===== src/rtl/rv32_consts.svh =====
`ifndef RV32_CONSTS_SVH
`define RV32_CONSTS_SVH

// Data path and address width
`define RV_XLEN 32

// Architectural integer registers
`define RV_NREGS 32

// First fetch address out of reset
`define RV_RESET_PC 32'h0000_0000

// jal x0, 0 spins on itself and stops the core
`define RV_HALT_INSTR 32'h0000_006f

`endif

===== src/rtl/rv32_pkg.sv =====
`default_nettype none

`include "rv32_consts.svh"

package rv32_pkg;

  // RV32I base opcodes, MISCMEM and SYSTEM decode as illegal
  typedef enum logic [6:0] {
    LUI     = 7'b0110111,
    AUIPC   = 7'b0010111,
    JAL     = 7'b1101111,
    JALR    = 7'b1100111,
    BRANCH  = 7'b1100011,
    LOAD    = 7'b0000011,
    STORE   = 7'b0100011,
    IMMED   = 7'b0010011,
    REGREG  = 7'b0110011,
    MISCMEM = 7'b0001111,
    SYSTEM  = 7'b1110011
  } opcode_t;

  typedef enum logic [3:0] {
    ALU_ADD,
    ALU_SUB,
    ALU_AND,
    ALU_OR,
    ALU_XOR,
    ALU_SLT,
    ALU_SLTU,
    ALU_SLL,
    ALU_SRL,
    ALU_SRA
  } alu_op_t;

  typedef struct packed {
    logic [6:0] funct7;
    logic [4:0] rs2;
    logic [4:0] rs1;
    logic [2:0] funct3;
    logic [4:0] rd;
    opcode_t    opcode;
  } r_type_t;

  typedef struct packed {
    logic [11:0] imm11_00;
    logic [4:0]  rs1;
    logic [2:0]  funct3;
    logic [4:0]  rd;
    opcode_t     opcode;
  } i_type_t;

  typedef struct packed {
    logic [6:0] imm11_05;
    logic [4:0] rs2;
    logic [4:0] rs1;
    logic [2:0] funct3;
    logic [4:0] imm04_00;
    opcode_t    opcode;
  } s_type_t;

  typedef struct packed {
    logic       imm12;
    logic [5:0] imm10_05;
    logic [4:0] rs2;
    logic [4:0] rs1;
    logic [2:0] funct3;
    logic [3:0] imm04_01;
    logic       imm11;
    opcode_t    opcode;
  } b_type_t;

  typedef struct packed {
    logic [19:0] imm31_12;
    logic [4:0]  rd;
    opcode_t     opcode;
  } u_type_t;

  typedef struct packed {
    logic       imm20;
    logic [9:0] imm10_01;
    logic       imm11;
    logic [7:0] imm19_12;
    logic [4:0] rd;
    opcode_t    opcode;
  } j_type_t;

  // One instruction word, seen through every encoding format
  typedef union packed {
    r_type_t r;
    i_type_t i;
    s_type_t s;
    b_type_t b;
    u_type_t u;
    j_type_t j;
  } instr_t;

  typedef struct packed {
    alu_op_t             alu_op;
    logic                alu_a_sel;  // 0 rs1, 1 PC
    logic                alu_b_sel;  // 0 rs2, 1 immediate
    logic [`RV_XLEN-1:0] imm;
    logic                is_shift;
    logic [4:0]          rs1;
    logic [4:0]          rs2;
    logic [4:0]          rd;
    logic                wen;
    logic [1:0]          w_sel;      // 0 ALU, 1 load data, 2 PC+4, 3 immediate
    logic                dren;
    logic                dwen;
    logic                branch;
    logic [2:0]          funct3;
    logic                jal;
    logic                jalr;
    logic                halt;
    logic                illegal;
  } ctrl_t;

  typedef enum logic [2:0] {
    FETCH,
    EXEC,
    SHIFT,
    WB,
    STOP
  } core_state_t;

  typedef struct packed {
    logic [`RV_XLEN-1:0] pc;
    logic [4:0]          rd;
    logic [`RV_XLEN-1:0] data;
    logic                we;
  } retire_t;

endpackage

`default_nettype wire


===== src/rtl/rv32_core.sv =====
`timescale 1ns/1ps
`default_nettype none

`include "rv32_consts.svh"

module rv32_core import rv32_pkg::*; (
  input  logic                clk_i,
  input  logic                rst_n_i,
  output logic [`RV_XLEN-1:0] imem_addr_o,
  input  logic [`RV_XLEN-1:0] imem_data_i,
  output logic [`RV_XLEN-1:0] dmem_addr_o,
  output logic [`RV_XLEN-1:0] dmem_wdata_o,
  output logic                dmem_we_o,
  output logic                dmem_re_o,
  input  logic [`RV_XLEN-1:0] dmem_rdata_i,
  output logic                retire_valid_o,
  output retire_t             retire_o,
  output logic                halt_o,
  output logic                illegal_o
);

  instr_t                      instr;
  ctrl_t                       ctrl;
  core_state_t                 state;
  logic                        shift_load;
  logic                        shift_done;
  logic [$clog2(`RV_XLEN)-1:0] shift_amount;
  logic                        rf_we;
  logic                        pc_we;
  logic [`RV_XLEN-1:0]         rs1_data;
  logic [`RV_XLEN-1:0]         rs2_data;
  logic [`RV_XLEN-1:0]         alu_result;
  logic [`RV_XLEN-1:0]         pc;
  logic [`RV_XLEN-1:0]         wb_data;

  core_fsm u_core_fsm (
    .clk_i          (clk_i),
    .rst_n_i        (rst_n_i),
    .imem_data_i    (instr_t'(imem_data_i)),
    .ctrl_i         (ctrl),
    .shift_done_i   (shift_done),
    .instr_o        (instr),
    .state_o        (state),
    .shift_load_o   (shift_load),
    .rf_we_o        (rf_we),
    .pc_we_o        (pc_we),
    .dmem_re_o      (dmem_re_o),
    .dmem_we_o      (dmem_we_o),
    .retire_valid_o (retire_valid_o),
    .halt_o         (halt_o),
    .illegal_o      (illegal_o)
  );

  control_unit u_control_unit (
    .instr_i (instr),
    .ctrl_o  (ctrl)
  );

  // Shift amount from the immediate or from rs2, whichever feeds operand B
  assign shift_amount = ctrl.alu_b_sel ? ctrl.imm[$clog2(`RV_XLEN)-1:0]
                                       : rs2_data[$clog2(`RV_XLEN)-1:0];

  shift_counter u_shift_counter (
    .clk_i    (clk_i),
    .rst_n_i  (rst_n_i),
    .load_i   (shift_load),
    .amount_i (shift_amount),
    .done_o   (shift_done)
  );

  alu u_alu (
    .clk_i        (clk_i),
    .rst_n_i      (rst_n_i),
    .ctrl_i       (ctrl),
    .state_i      (state),
    .rs1_data_i   (rs1_data),
    .rs2_data_i   (rs2_data),
    .pc_i         (pc),
    .shift_done_i (shift_done),
    .result_o     (alu_result)
  );

  reg_file u_reg_file (
    .clk_i      (clk_i),
    .rst_n_i    (rst_n_i),
    .we_i       (rf_we),
    .rs1_i      (ctrl.rs1),
    .rs2_i      (ctrl.rs2),
    .rd_i       (ctrl.rd),
    .wdata_i    (wb_data),
    .rs1_data_o (rs1_data),
    .rs2_data_o (rs2_data)
  );

  pc_unit u_pc_unit (
    .clk_i        (clk_i),
    .rst_n_i      (rst_n_i),
    .we_i         (pc_we),
    .ctrl_i       (ctrl),
    .rs1_data_i   (rs1_data),
    .rs2_data_i   (rs2_data),
    .alu_result_i (alu_result),
    .pc_o         (pc)
  );

  // Writeback select; the memory still answers the load address in WB
  always_comb begin
    case (ctrl.w_sel)
      2'd1    : wb_data = dmem_rdata_i;
      2'd2    : wb_data = pc + 'd4;
      2'd3    : wb_data = ctrl.imm;
      default : wb_data = alu_result;
    endcase
  end

  assign imem_addr_o  = pc;
  assign dmem_addr_o  = alu_result;
  assign dmem_wdata_o = rs2_data;

  assign retire_o.pc   = pc;
  assign retire_o.rd   = ctrl.rd;
  assign retire_o.data = wb_data;
  assign retire_o.we   = ctrl.wen && (ctrl.rd != 5'd0);

endmodule

`default_nettype wire


===== src/rtl/pc_unit.sv =====
`timescale 1ns/1ps
`default_nettype none

`include "rv32_consts.svh"

module pc_unit import rv32_pkg::*; (
  input  logic                clk_i,
  input  logic                rst_n_i,
  input  logic                we_i,
  input  ctrl_t               ctrl_i,
  input  logic [`RV_XLEN-1:0] rs1_data_i,
  input  logic [`RV_XLEN-1:0] rs2_data_i,
  input  logic [`RV_XLEN-1:0] alu_result_i,
  output logic [`RV_XLEN-1:0] pc_o
);

  logic [`RV_XLEN-1:0] pc_q;
  logic [`RV_XLEN-1:0] pc_next;
  logic                cond;

  always_comb begin
    case (ctrl_i.funct3)
      3'b000  : cond = (rs1_data_i == rs2_data_i);
      3'b001  : cond = (rs1_data_i != rs2_data_i);
      3'b100  : cond = ($signed(rs1_data_i) < $signed(rs2_data_i));
      3'b101  : cond = ($signed(rs1_data_i) >= $signed(rs2_data_i));
      3'b110  : cond = (rs1_data_i < rs2_data_i);
      3'b111  : cond = (rs1_data_i >= rs2_data_i);
      default : cond = 1'b0;
    endcase
  end

  always_comb begin
    if ((ctrl_i.branch && cond) || ctrl_i.jal) begin
      pc_next = pc_q + ctrl_i.imm;
    end else if (ctrl_i.jalr) begin
      pc_next = {alu_result_i[`RV_XLEN-1:1], 1'b0};
    end else begin
      pc_next = pc_q + 'd4;
    end
  end

  always_ff @(posedge clk_i or negedge rst_n_i) begin
    if (!rst_n_i) begin
      pc_q <= `RV_RESET_PC;
    end else if (we_i) begin
      pc_q <= pc_next;
    end
  end

  assign pc_o = pc_q;

endmodule

`default_nettype wire


===== src/rtl/reg_file.sv =====
`timescale 1ns/1ps
`default_nettype none

`include "rv32_consts.svh"

module reg_file (
  input  logic                         clk_i,
  input  logic                         rst_n_i,
  input  logic                         we_i,
  input  logic [$clog2(`RV_NREGS)-1:0] rs1_i,
  input  logic [$clog2(`RV_NREGS)-1:0] rs2_i,
  input  logic [$clog2(`RV_NREGS)-1:0] rd_i,
  input  logic [`RV_XLEN-1:0]          wdata_i,
  output logic [`RV_XLEN-1:0]          rs1_data_o,
  output logic [`RV_XLEN-1:0]          rs2_data_o
);

  logic [`RV_XLEN-1:0] regs_q [`RV_NREGS];

  always_ff @(posedge clk_i or negedge rst_n_i) begin
    if (!rst_n_i) begin
      for (int i = 0; i < `RV_NREGS; i++) begin
        regs_q[i] <= '0;
      end
    end else if (we_i && rd_i != '0) begin
      regs_q[rd_i] <= wdata_i;
    end
  end

  // x0 is never written, so it reads back zero
  assign rs1_data_o = regs_q[rs1_i];
  assign rs2_data_o = regs_q[rs2_i];

endmodule

`default_nettype wire


===== src/rtl/alu.sv =====
`timescale 1ns/1ps
`default_nettype none

`include "rv32_consts.svh"

module alu import rv32_pkg::*; (
  input  logic                clk_i,
  input  logic                rst_n_i,
  input  ctrl_t               ctrl_i,
  input  core_state_t         state_i,
  input  logic [`RV_XLEN-1:0] rs1_data_i,
  input  logic [`RV_XLEN-1:0] rs2_data_i,
  input  logic [`RV_XLEN-1:0] pc_i,
  input  logic                shift_done_i,
  output logic [`RV_XLEN-1:0] result_o
);

  logic [`RV_XLEN-1:0] op_a;
  logic [`RV_XLEN-1:0] op_b;
  logic [`RV_XLEN-1:0] arith;
  logic [`RV_XLEN-1:0] shift_q;
  logic [`RV_XLEN-1:0] shift_in;
  logic [`RV_XLEN-1:0] shift_step;
  logic                fill;

  assign op_a = ctrl_i.alu_a_sel ? pc_i : rs1_data_i;
  assign op_b = ctrl_i.alu_b_sel ? ctrl_i.imm : rs2_data_i;

  always_comb begin
    case (ctrl_i.alu_op)
      ALU_SUB  : arith = op_a - op_b;
      ALU_AND  : arith = op_a & op_b;
      ALU_OR   : arith = op_a | op_b;
      ALU_XOR  : arith = op_a ^ op_b;
      ALU_SLT  : arith = {{(`RV_XLEN-1){1'b0}}, $signed(op_a) < $signed(op_b)};
      ALU_SLTU : arith = {{(`RV_XLEN-1){1'b0}}, op_a < op_b};
      default  : arith = op_a + op_b;
    endcase
  end

  // One bit per step; EXEC already takes the first step
  assign shift_in   = (state_i == EXEC) ? op_a : shift_q;
  assign fill       = (ctrl_i.alu_op == ALU_SRA) & shift_in[`RV_XLEN-1];
  assign shift_step = (ctrl_i.alu_op == ALU_SLL) ? {shift_in[`RV_XLEN-2:0], 1'b0}
                                                 : {fill, shift_in[`RV_XLEN-1:1]};

  always_ff @(posedge clk_i or negedge rst_n_i) begin
    if (!rst_n_i) begin
      shift_q <= '0;
    end else if (ctrl_i.is_shift && state_i == EXEC) begin
      shift_q <= shift_done_i ? op_a : shift_step;
    end else if (state_i == SHIFT && !shift_done_i) begin
      shift_q <= shift_step;
    end
  end

  assign result_o = ctrl_i.is_shift ? shift_q : arith;

endmodule

`default_nettype wire


===== src/rtl/shift_counter.sv =====
`timescale 1ns/1ps
`default_nettype none

`include "rv32_consts.svh"

module shift_counter (
  input  logic                         clk_i,
  input  logic                         rst_n_i,
  input  logic                         load_i,
  input  logic [$clog2(`RV_XLEN)-1:0]  amount_i,
  output logic                         done_o
);

  logic [$clog2(`RV_XLEN)-1:0] count_q;
  logic [$clog2(`RV_XLEN)-1:0] count;

  // The amount counts as live during the load cycle, so zero skips SHIFT
  assign count  = load_i ? amount_i : count_q;
  assign done_o = (count == '0);

  always_ff @(posedge clk_i or negedge rst_n_i) begin
    if (!rst_n_i) begin
      count_q <= '0;
    end else begin
      count_q <= done_o ? '0 : count - 1'b1;
    end
  end

endmodule

`default_nettype wire


===== src/rtl/core_fsm.sv =====
`timescale 1ns/1ps
`default_nettype none

module core_fsm import rv32_pkg::*; (
  input  logic        clk_i,
  input  logic        rst_n_i,
  input  instr_t      imem_data_i,
  input  ctrl_t       ctrl_i,
  input  logic        shift_done_i,
  output instr_t      instr_o,
  output core_state_t state_o,
  output logic        shift_load_o,
  output logic        rf_we_o,
  output logic        pc_we_o,
  output logic        dmem_re_o,
  output logic        dmem_we_o,
  output logic        retire_valid_o,
  output logic        halt_o,
  output logic        illegal_o
);

  core_state_t state_q;
  core_state_t state_d;
  instr_t      instr_q;
  logic        halt_q;
  logic        illegal_q;

  always_comb begin
    state_d = state_q;
    case (state_q)
      FETCH : state_d = EXEC;
      EXEC  : begin
        if (ctrl_i.halt || ctrl_i.illegal) begin
          state_d = STOP;
        end else if (ctrl_i.is_shift && !shift_done_i) begin
          state_d = SHIFT;
        end else begin
          state_d = WB;
        end
      end
      SHIFT : if (shift_done_i) state_d = WB;
      WB    : state_d = FETCH;
      default : state_d = STOP;
    endcase
  end

  always_ff @(posedge clk_i or negedge rst_n_i) begin
    if (!rst_n_i) begin
      state_q   <= FETCH;
      halt_q    <= 1'b0;
      illegal_q <= 1'b0;
    end else begin
      state_q <= state_d;
      // Sticky stop cause, halt word wins over illegal
      if (state_q == EXEC) begin
        halt_q    <= halt_q | ctrl_i.halt;
        illegal_q <= illegal_q | (ctrl_i.illegal & ~ctrl_i.halt);
      end
    end
  end

  // Instruction register, captured at the end of FETCH
  always_ff @(posedge clk_i) begin
    if (state_q == FETCH) begin
      instr_q <= imem_data_i;
    end
  end

  assign instr_o = instr_q;
  assign state_o = state_q;

  assign shift_load_o   = (state_q == EXEC) && ctrl_i.is_shift;
  assign dmem_re_o      = (state_q == EXEC) && ctrl_i.dren;
  assign dmem_we_o      = (state_q == EXEC) && ctrl_i.dwen;
  assign rf_we_o        = (state_q == WB) && ctrl_i.wen;
  assign pc_we_o        = (state_q == WB);
  assign retire_valid_o = (state_q == WB);
  assign halt_o         = halt_q;
  assign illegal_o      = illegal_q;

endmodule

`default_nettype wire


===== src/rtl/control_unit.sv =====
`timescale 1ns/1ps
`default_nettype none

`include "rv32_consts.svh"

module control_unit import rv32_pkg::*; (
  input  instr_t instr_i,
  output ctrl_t  ctrl_o
);

  opcode_t             opcode;
  logic [2:0]          funct3;
  logic                bit30;
  logic                arith_op;
  logic [`RV_XLEN-1:0] imm_i;
  logic [`RV_XLEN-1:0] imm_s;
  logic [`RV_XLEN-1:0] imm_b;
  logic [`RV_XLEN-1:0] imm_u;
  logic [`RV_XLEN-1:0] imm_j;

  assign opcode   = instr_i.r.opcode;
  assign funct3   = instr_i.r.funct3;
  assign bit30    = instr_i.r.funct7[5];
  assign arith_op = (opcode == IMMED) || (opcode == REGREG);

  // Sign-extended immediates, one per format view
  assign imm_i = {{20{instr_i.i.imm11_00[11]}}, instr_i.i.imm11_00};
  assign imm_s = {{20{instr_i.s.imm11_05[6]}}, instr_i.s.imm11_05, instr_i.s.imm04_00};
  assign imm_b = {{19{instr_i.b.imm12}}, instr_i.b.imm12, instr_i.b.imm11,
                  instr_i.b.imm10_05, instr_i.b.imm04_01, 1'b0};
  assign imm_u = {instr_i.u.imm31_12, 12'b0};
  assign imm_j = {{11{instr_i.j.imm20}}, instr_i.j.imm20, instr_i.j.imm19_12,
                  instr_i.j.imm11, instr_i.j.imm10_01, 1'b0};

  always_comb begin
    ctrl_o        = '0;
    ctrl_o.rs1    = instr_i.r.rs1;
    ctrl_o.rs2    = instr_i.r.rs2;
    ctrl_o.rd     = instr_i.r.rd;
    ctrl_o.funct3 = funct3;

    case (opcode)
      LUI, AUIPC : ctrl_o.imm = imm_u;
      JAL        : ctrl_o.imm = imm_j;
      BRANCH     : ctrl_o.imm = imm_b;
      STORE      : ctrl_o.imm = imm_s;
      default    : ctrl_o.imm = imm_i;
    endcase

    ctrl_o.alu_a_sel = (opcode == AUIPC);
    ctrl_o.alu_b_sel = !((opcode == REGREG) || (opcode == BRANCH));

    // Loads, stores, AUIPC and JALR all resolve to an add
    ctrl_o.alu_op = ALU_ADD;
    if (arith_op) begin
      case (funct3)
        3'b000  : ctrl_o.alu_op = (opcode == REGREG && bit30) ? ALU_SUB : ALU_ADD;
        3'b001  : ctrl_o.alu_op = ALU_SLL;
        3'b010  : ctrl_o.alu_op = ALU_SLT;
        3'b011  : ctrl_o.alu_op = ALU_SLTU;
        3'b100  : ctrl_o.alu_op = ALU_XOR;
        3'b101  : ctrl_o.alu_op = bit30 ? ALU_SRA : ALU_SRL;
        3'b110  : ctrl_o.alu_op = ALU_OR;
        default : ctrl_o.alu_op = ALU_AND;
      endcase
    end
    ctrl_o.is_shift = arith_op && (funct3[1:0] == 2'b01);

    case (opcode)
      LUI, AUIPC, JAL, JALR, LOAD, IMMED, REGREG : ctrl_o.wen = 1'b1;
      default                                    : ctrl_o.wen = 1'b0;
    endcase

    case (opcode)
      LOAD      : ctrl_o.w_sel = 2'd1;
      JAL, JALR : ctrl_o.w_sel = 2'd2;
      LUI       : ctrl_o.w_sel = 2'd3;
      default   : ctrl_o.w_sel = 2'd0;
    endcase

    ctrl_o.dren   = (opcode == LOAD);
    ctrl_o.dwen   = (opcode == STORE);
    ctrl_o.branch = (opcode == BRANCH);
    ctrl_o.jal    = (opcode == JAL);
    ctrl_o.jalr   = (opcode == JALR);

    ctrl_o.halt = (instr_i == `RV_HALT_INSTR);

    // Only funct7 of zero or SUB/SRA are accepted on register ops
    case (opcode)
      LUI, AUIPC, JAL, JALR, BRANCH, LOAD, STORE, IMMED : ctrl_o.illegal = 1'b0;
      REGREG  : ctrl_o.illegal = (instr_i.r.funct7 != 7'b000_0000) &&
                                 (instr_i.r.funct7 != 7'b010_0000);
      default : ctrl_o.illegal = 1'b1;
    endcase
  end

endmodule

`default_nettype wire


===== config.mk =====
export PLATFORM = sky130hd
export DESIGN_NAME = rv32_core
export DESIGN_NICKNAME = d
export VERILOG_FILES = /design/src/rtl/rv32_pkg.sv /design/src/rtl/rv32_core.sv /design/src/rtl/pc_unit.sv /design/src/rtl/reg_file.sv /design/src/rtl/alu.sv /design/src/rtl/shift_counter.sv /design/src/rtl/core_fsm.sv /design/src/rtl/control_unit.sv
export VERILOG_INCLUDE_DIRS = /design/src /design/src/rtl
export SDC_FILE = /design/constraint.sdc
export NUM_CORES = 2
export LEC_CHECK = 0
export BUFFER_PORTS_ARGS = -buffer_cell sky130_fd_sc_hd__buf_2
export CAP_MARGIN = 5
export CORE_MARGIN = 2
export CORE_UTILIZATION = 40
export DETAILED_ROUTE_END_ITERATION = 6
export PLACE_DENSITY_LB_ADDON = 0.1
export SYNTH_ARGS = -nofsm -noshare
export SYNTH_HDL_FRONTEND = slang
export SYNTH_SLANG_ARGS = --single-unit

===== constraint.sdc =====
create_clock -name clk_i -period 12.25 [get_ports clk_i]
set_input_delay 3.0625 -clock clk_i [delete_from_list [all_inputs] [get_ports clk_i]]
set_output_delay 3.0625 -clock clk_i [all_outputs]
set_load 0.05 [all_outputs]

==> flow_metrics.py <==
metrics = {
    "sta": {
        "slew_headroom_pct": 8.69,
        "timing.final.crit_period_ns": 11.79,
        "layout_setup_ws_ns": 0.464,
        "slew_viol_final": 0,
        "post-route-period-util_pct": 96.2,
        "tightestPinTransition_ns": 1.35,
        "hold_violations": 0,
        "fin_skew_ns": 0.0395,
        "max_freq_ghz": 0.0848,
        "whs_ns": 0.396,
        "setup_tns_ns": 0,
        "finalSetupViolCount": 0,
        "rsz0062_at_grt": "no",
    },
    "final_layout": {
        "drive_gt1_share_pct": 21.2,
        "finish.instance_area_sq_um": 77200,
        "layout_commonest_cell": "dfrtp_1",
        "mostFrequentLayoutCells": "dfrtp_1, nand2_1, o21ai_0",
        "final_nets": 6943,
        "syn_to_final_growth_pct": 12.2,
    },
    "global_routing": {
        "antenna_found_initial": 13,
        "met1_usage_pct": 45.0,
        "grt_pass1_vias": 55200,
        "use_met3_pct": 5.97,
        "grt_usage_pct": 33.0,
        "grt_max_degree": 161,
        "busiest_layer": "met2",
        "grt_pass1_wl_microns": 415000,
        "use_met2_pct": 50.7,
        "grt_overflow": 0,
    },
    "setup_path": {
        "worstPathRequired_ns": 9.19,
        "path_class": "reg -> out",
        "critPathLaunchType": "flop",
        "end_kind": "primary output",
        "crit_fanout": 46,
        "arrival_ns": 8.72,
    },
    "clock_network": {
        "holdBufCountCts": 0,
        "clock_path_buffers": 3,
        "cts_resized": 0,
        "cts_inserted_buffers": 135,
        "post_cts_buffers": 0,
        "clock_latency_ns": 0.81,
        "clk_pin_slew_ns": 0.06,
        "numClockSinks": 1130,
        "root_buffer": "clkbuf_16",
        "htree_levels": 4,
        "cts_tree": "built",
    },
    "synth": {
        "ys_types": 89,
        "synth_xor_area_share_pct": 0.879,
        "synthSimpleGateAreaFrac_pct": 11.0,
        "synth_fa_ha_area_share_pct": 3.02,
        "synth_compound_area_share_pct": 16.0,
        "synthesis.area_sq_um": 68800,
        "syn_nets": 6975,
        "synthArstFlopShare_pct": 97.2,
        "synth-edff-count": 32,
        "synth_warnings": 0,
        "syn_avg_cell_area_sq_um": 10.2,
        "ys.flop_type": "dfrtp_1",
        "yosysSeqAreaShare_pct": 41.4,
        "muxShareOfSynthArea_pct": 22.6,
        "synth_top_family_by_area": "multiplexers",
        "synthCells": 6745,
        "synth-seq-cells": 1130,
    },
    "pwr": {
        "ir_drop_mv": 0.127,
        "power_density_nw_per_um2": 116,
        "report.power.total_mw": 8.93,
        "leakagePower_nw": 32.2,
    },
    "floorplanning": {
        "start_util_pct": 40.2,
        "die_y_microns": 419,
        "dieArea_sq_um": 175000,
        "core_sq_um": 171000,
        "fp.dieW_microns": 419,
        "rows": 152,
        "ioPinCount": 237,
    },
    "place": {
        "io_buffer_count": 236,
        "dpl_cell_area_sq_um": 72500,
        "dp_slack_ns": 1.47,
        "place_congestion": 1.01,
        "dp_hpwl_microns": 194000,
    },
    "detailed_routing": {
        "vias": 56600,
        "first_pass_iters": 6,
        "drc": 0,
        "ant_nets": 0,
        "avgRoutedWirePerCell_microns": 31.8,
        "viasPerCell": 6.25,
        "wirelength_microns": 289000,
        "drtIter0Drc": 5606,
    },
    "run_status": {
        "outcome": "complete, no violations",
    },
    "flow_run": {
        "maxCapViolations": 0,
    },
    "worst_hold_path": {
        "min_path_type": "reg -> reg",
    },
}
## synth_stat cells, types with 30 or more instances
| library cell | instances | area, sq um |
|---|---|---|
| o221ai_1 | 56 | 490 |
| o211ai_1 | 49 | 368 |
| o22ai_1 | 40 | 250 |
| a31oi_1 | 37 | 231 |
| o21a_1 | 30 | 225 |
| ha_1 | 161 | 2010 |
| inv_1 | 191 | 717 |
| buf_2 | 93 | 465 |
| dfrtp_1 | 1098 | 27500 |
| o21ai_0 | 870 | 4350 |
| a21o_1 | 48 | 360 |
| xnor2_1 | 37 | 324 |
| nand3_1 | 54 | 270 |
| nor2_1 | 455 | 1710 |
| o31ai_1 | 34 | 255 |
| mux2_2 | 66 | 743 |
| nand2_1 | 1021 | 3830 |
| a21oi_1 | 482 | 2410 |
| a22oi_1 | 30 | 225 |
| clkbuf_1 | 476 | 1790 |
| edfxtp_1 | 32 | 961 |
| buf_4 | 47 | 353 |
| nor3_1 | 63 | 315 |
| buf_1 | 36 | 135 |
| nand2b_1 | 30 | 188 |
| mux4_2 | 569 | 12800 |
| xor2_1 | 32 | 280 |
| mux2i_1 | 163 | 1630 |
## cell type report
class,instances,area (sq um)
inverters,194,733
clock inverters,64,841
flip-flops and latches,1130,28400
repair buffers,487,3300
fillers,16300,94000
clock buffers,184,3840
multi-input cells,4765,37200
well taps,2233,2790
diodes,6,15.0
## kinds of logic (layout without fill, tap and decap cells)
group | Yosys count | after routing
xor gates and xnor gates | 69 | 69
adders and majority gates | 164 | 164
DFF | 1130 | 1130
muxes | 829 | 829
buffers and inverters | 850 | 929
other | 0 | 6
and+or+nand+nor | 1811 | 1811
AOI/OAI and AO/OA | 1892 | 1892
## report_power, final
part / switching, mW / internal, mW
registers: 0.0103 / 3.76
logic: 0.661 / 0.212
clock network: 1.77 / 2.52
total: 2.44 / 6.49
## final timing paths
kind	start	endpoint	slack [ns]	cells past startpoint
setup / recovery	u_core_fsm.instr_o[15]	retire_o[28]	0.46	20
hold / removal	u_reg_file.regs_q[1017]	u_reg_file.regs_q[1017]	0.40	0
setup reg to reg	u_core_fsm.instr_o[15]	u_reg_file.regs_q[155]	3.90	20
hold reg to reg	u_reg_file.regs_q[1017]	u_reg_file.regs_q[1017]	0.40	0
max in group asynchronous	rst_n_i	u_pc_unit.pc_o[25]	7.52	3
min in group asynchronous	rst_n_i	u_reg_file.regs_q[587]	2.35	1
## layer usage
metal  part of all wire (%)  vias to the layer above
met5                  0.022                        -
met4                    5.4                       10
met3                    7.1                      582
met2                     45                     2463
met1                     42                    29000
li1                       -                    24500
## stage by stage
step	cells	utilization, %
final	9063	45.1
after global routing	9057	45.1
after CTS	9057	45.1
after detailed placement	8809	42.3
after global placement	8809	42.3
after floorplan	6745	-
## sequential cells by signal, summed over array words and instances (netlist names)
signal / cells
u_core_fsm.instr_o: 32
u_core_fsm.halt_o: 1
u_shift_counter.count_q: 5
u_reg_file.regs_q: 1024
u_core_fsm.state_o: 3
u_pc_unit.pc_o: 32
u_alu.shift_q: 32
u_core_fsm.illegal_o: 1
## critical path, stage by stage (launching register included)
cell and delay (ns):
edfxtp_1 0.81, buf_12 0.40, buf_4 0.56, mux4_2 0.58, mux4_2 0.51, nand2_1 0.09, o31ai_1 0.16, mux2i_1 0.30
inv_1 0.11, ha_1 0.52, nor4_1 0.86, o21ai_0 0.36, a31oi_1 0.33, a21oi_1 0.11, a21oi_1 0.31, mux2i_1 0.12
nor3_1 0.68, nor2_1 0.23, a21oi_2 0.50, inv_1 0.10, buf_2 0.23
Note: power is estimated with default switching activity, not from simulation.
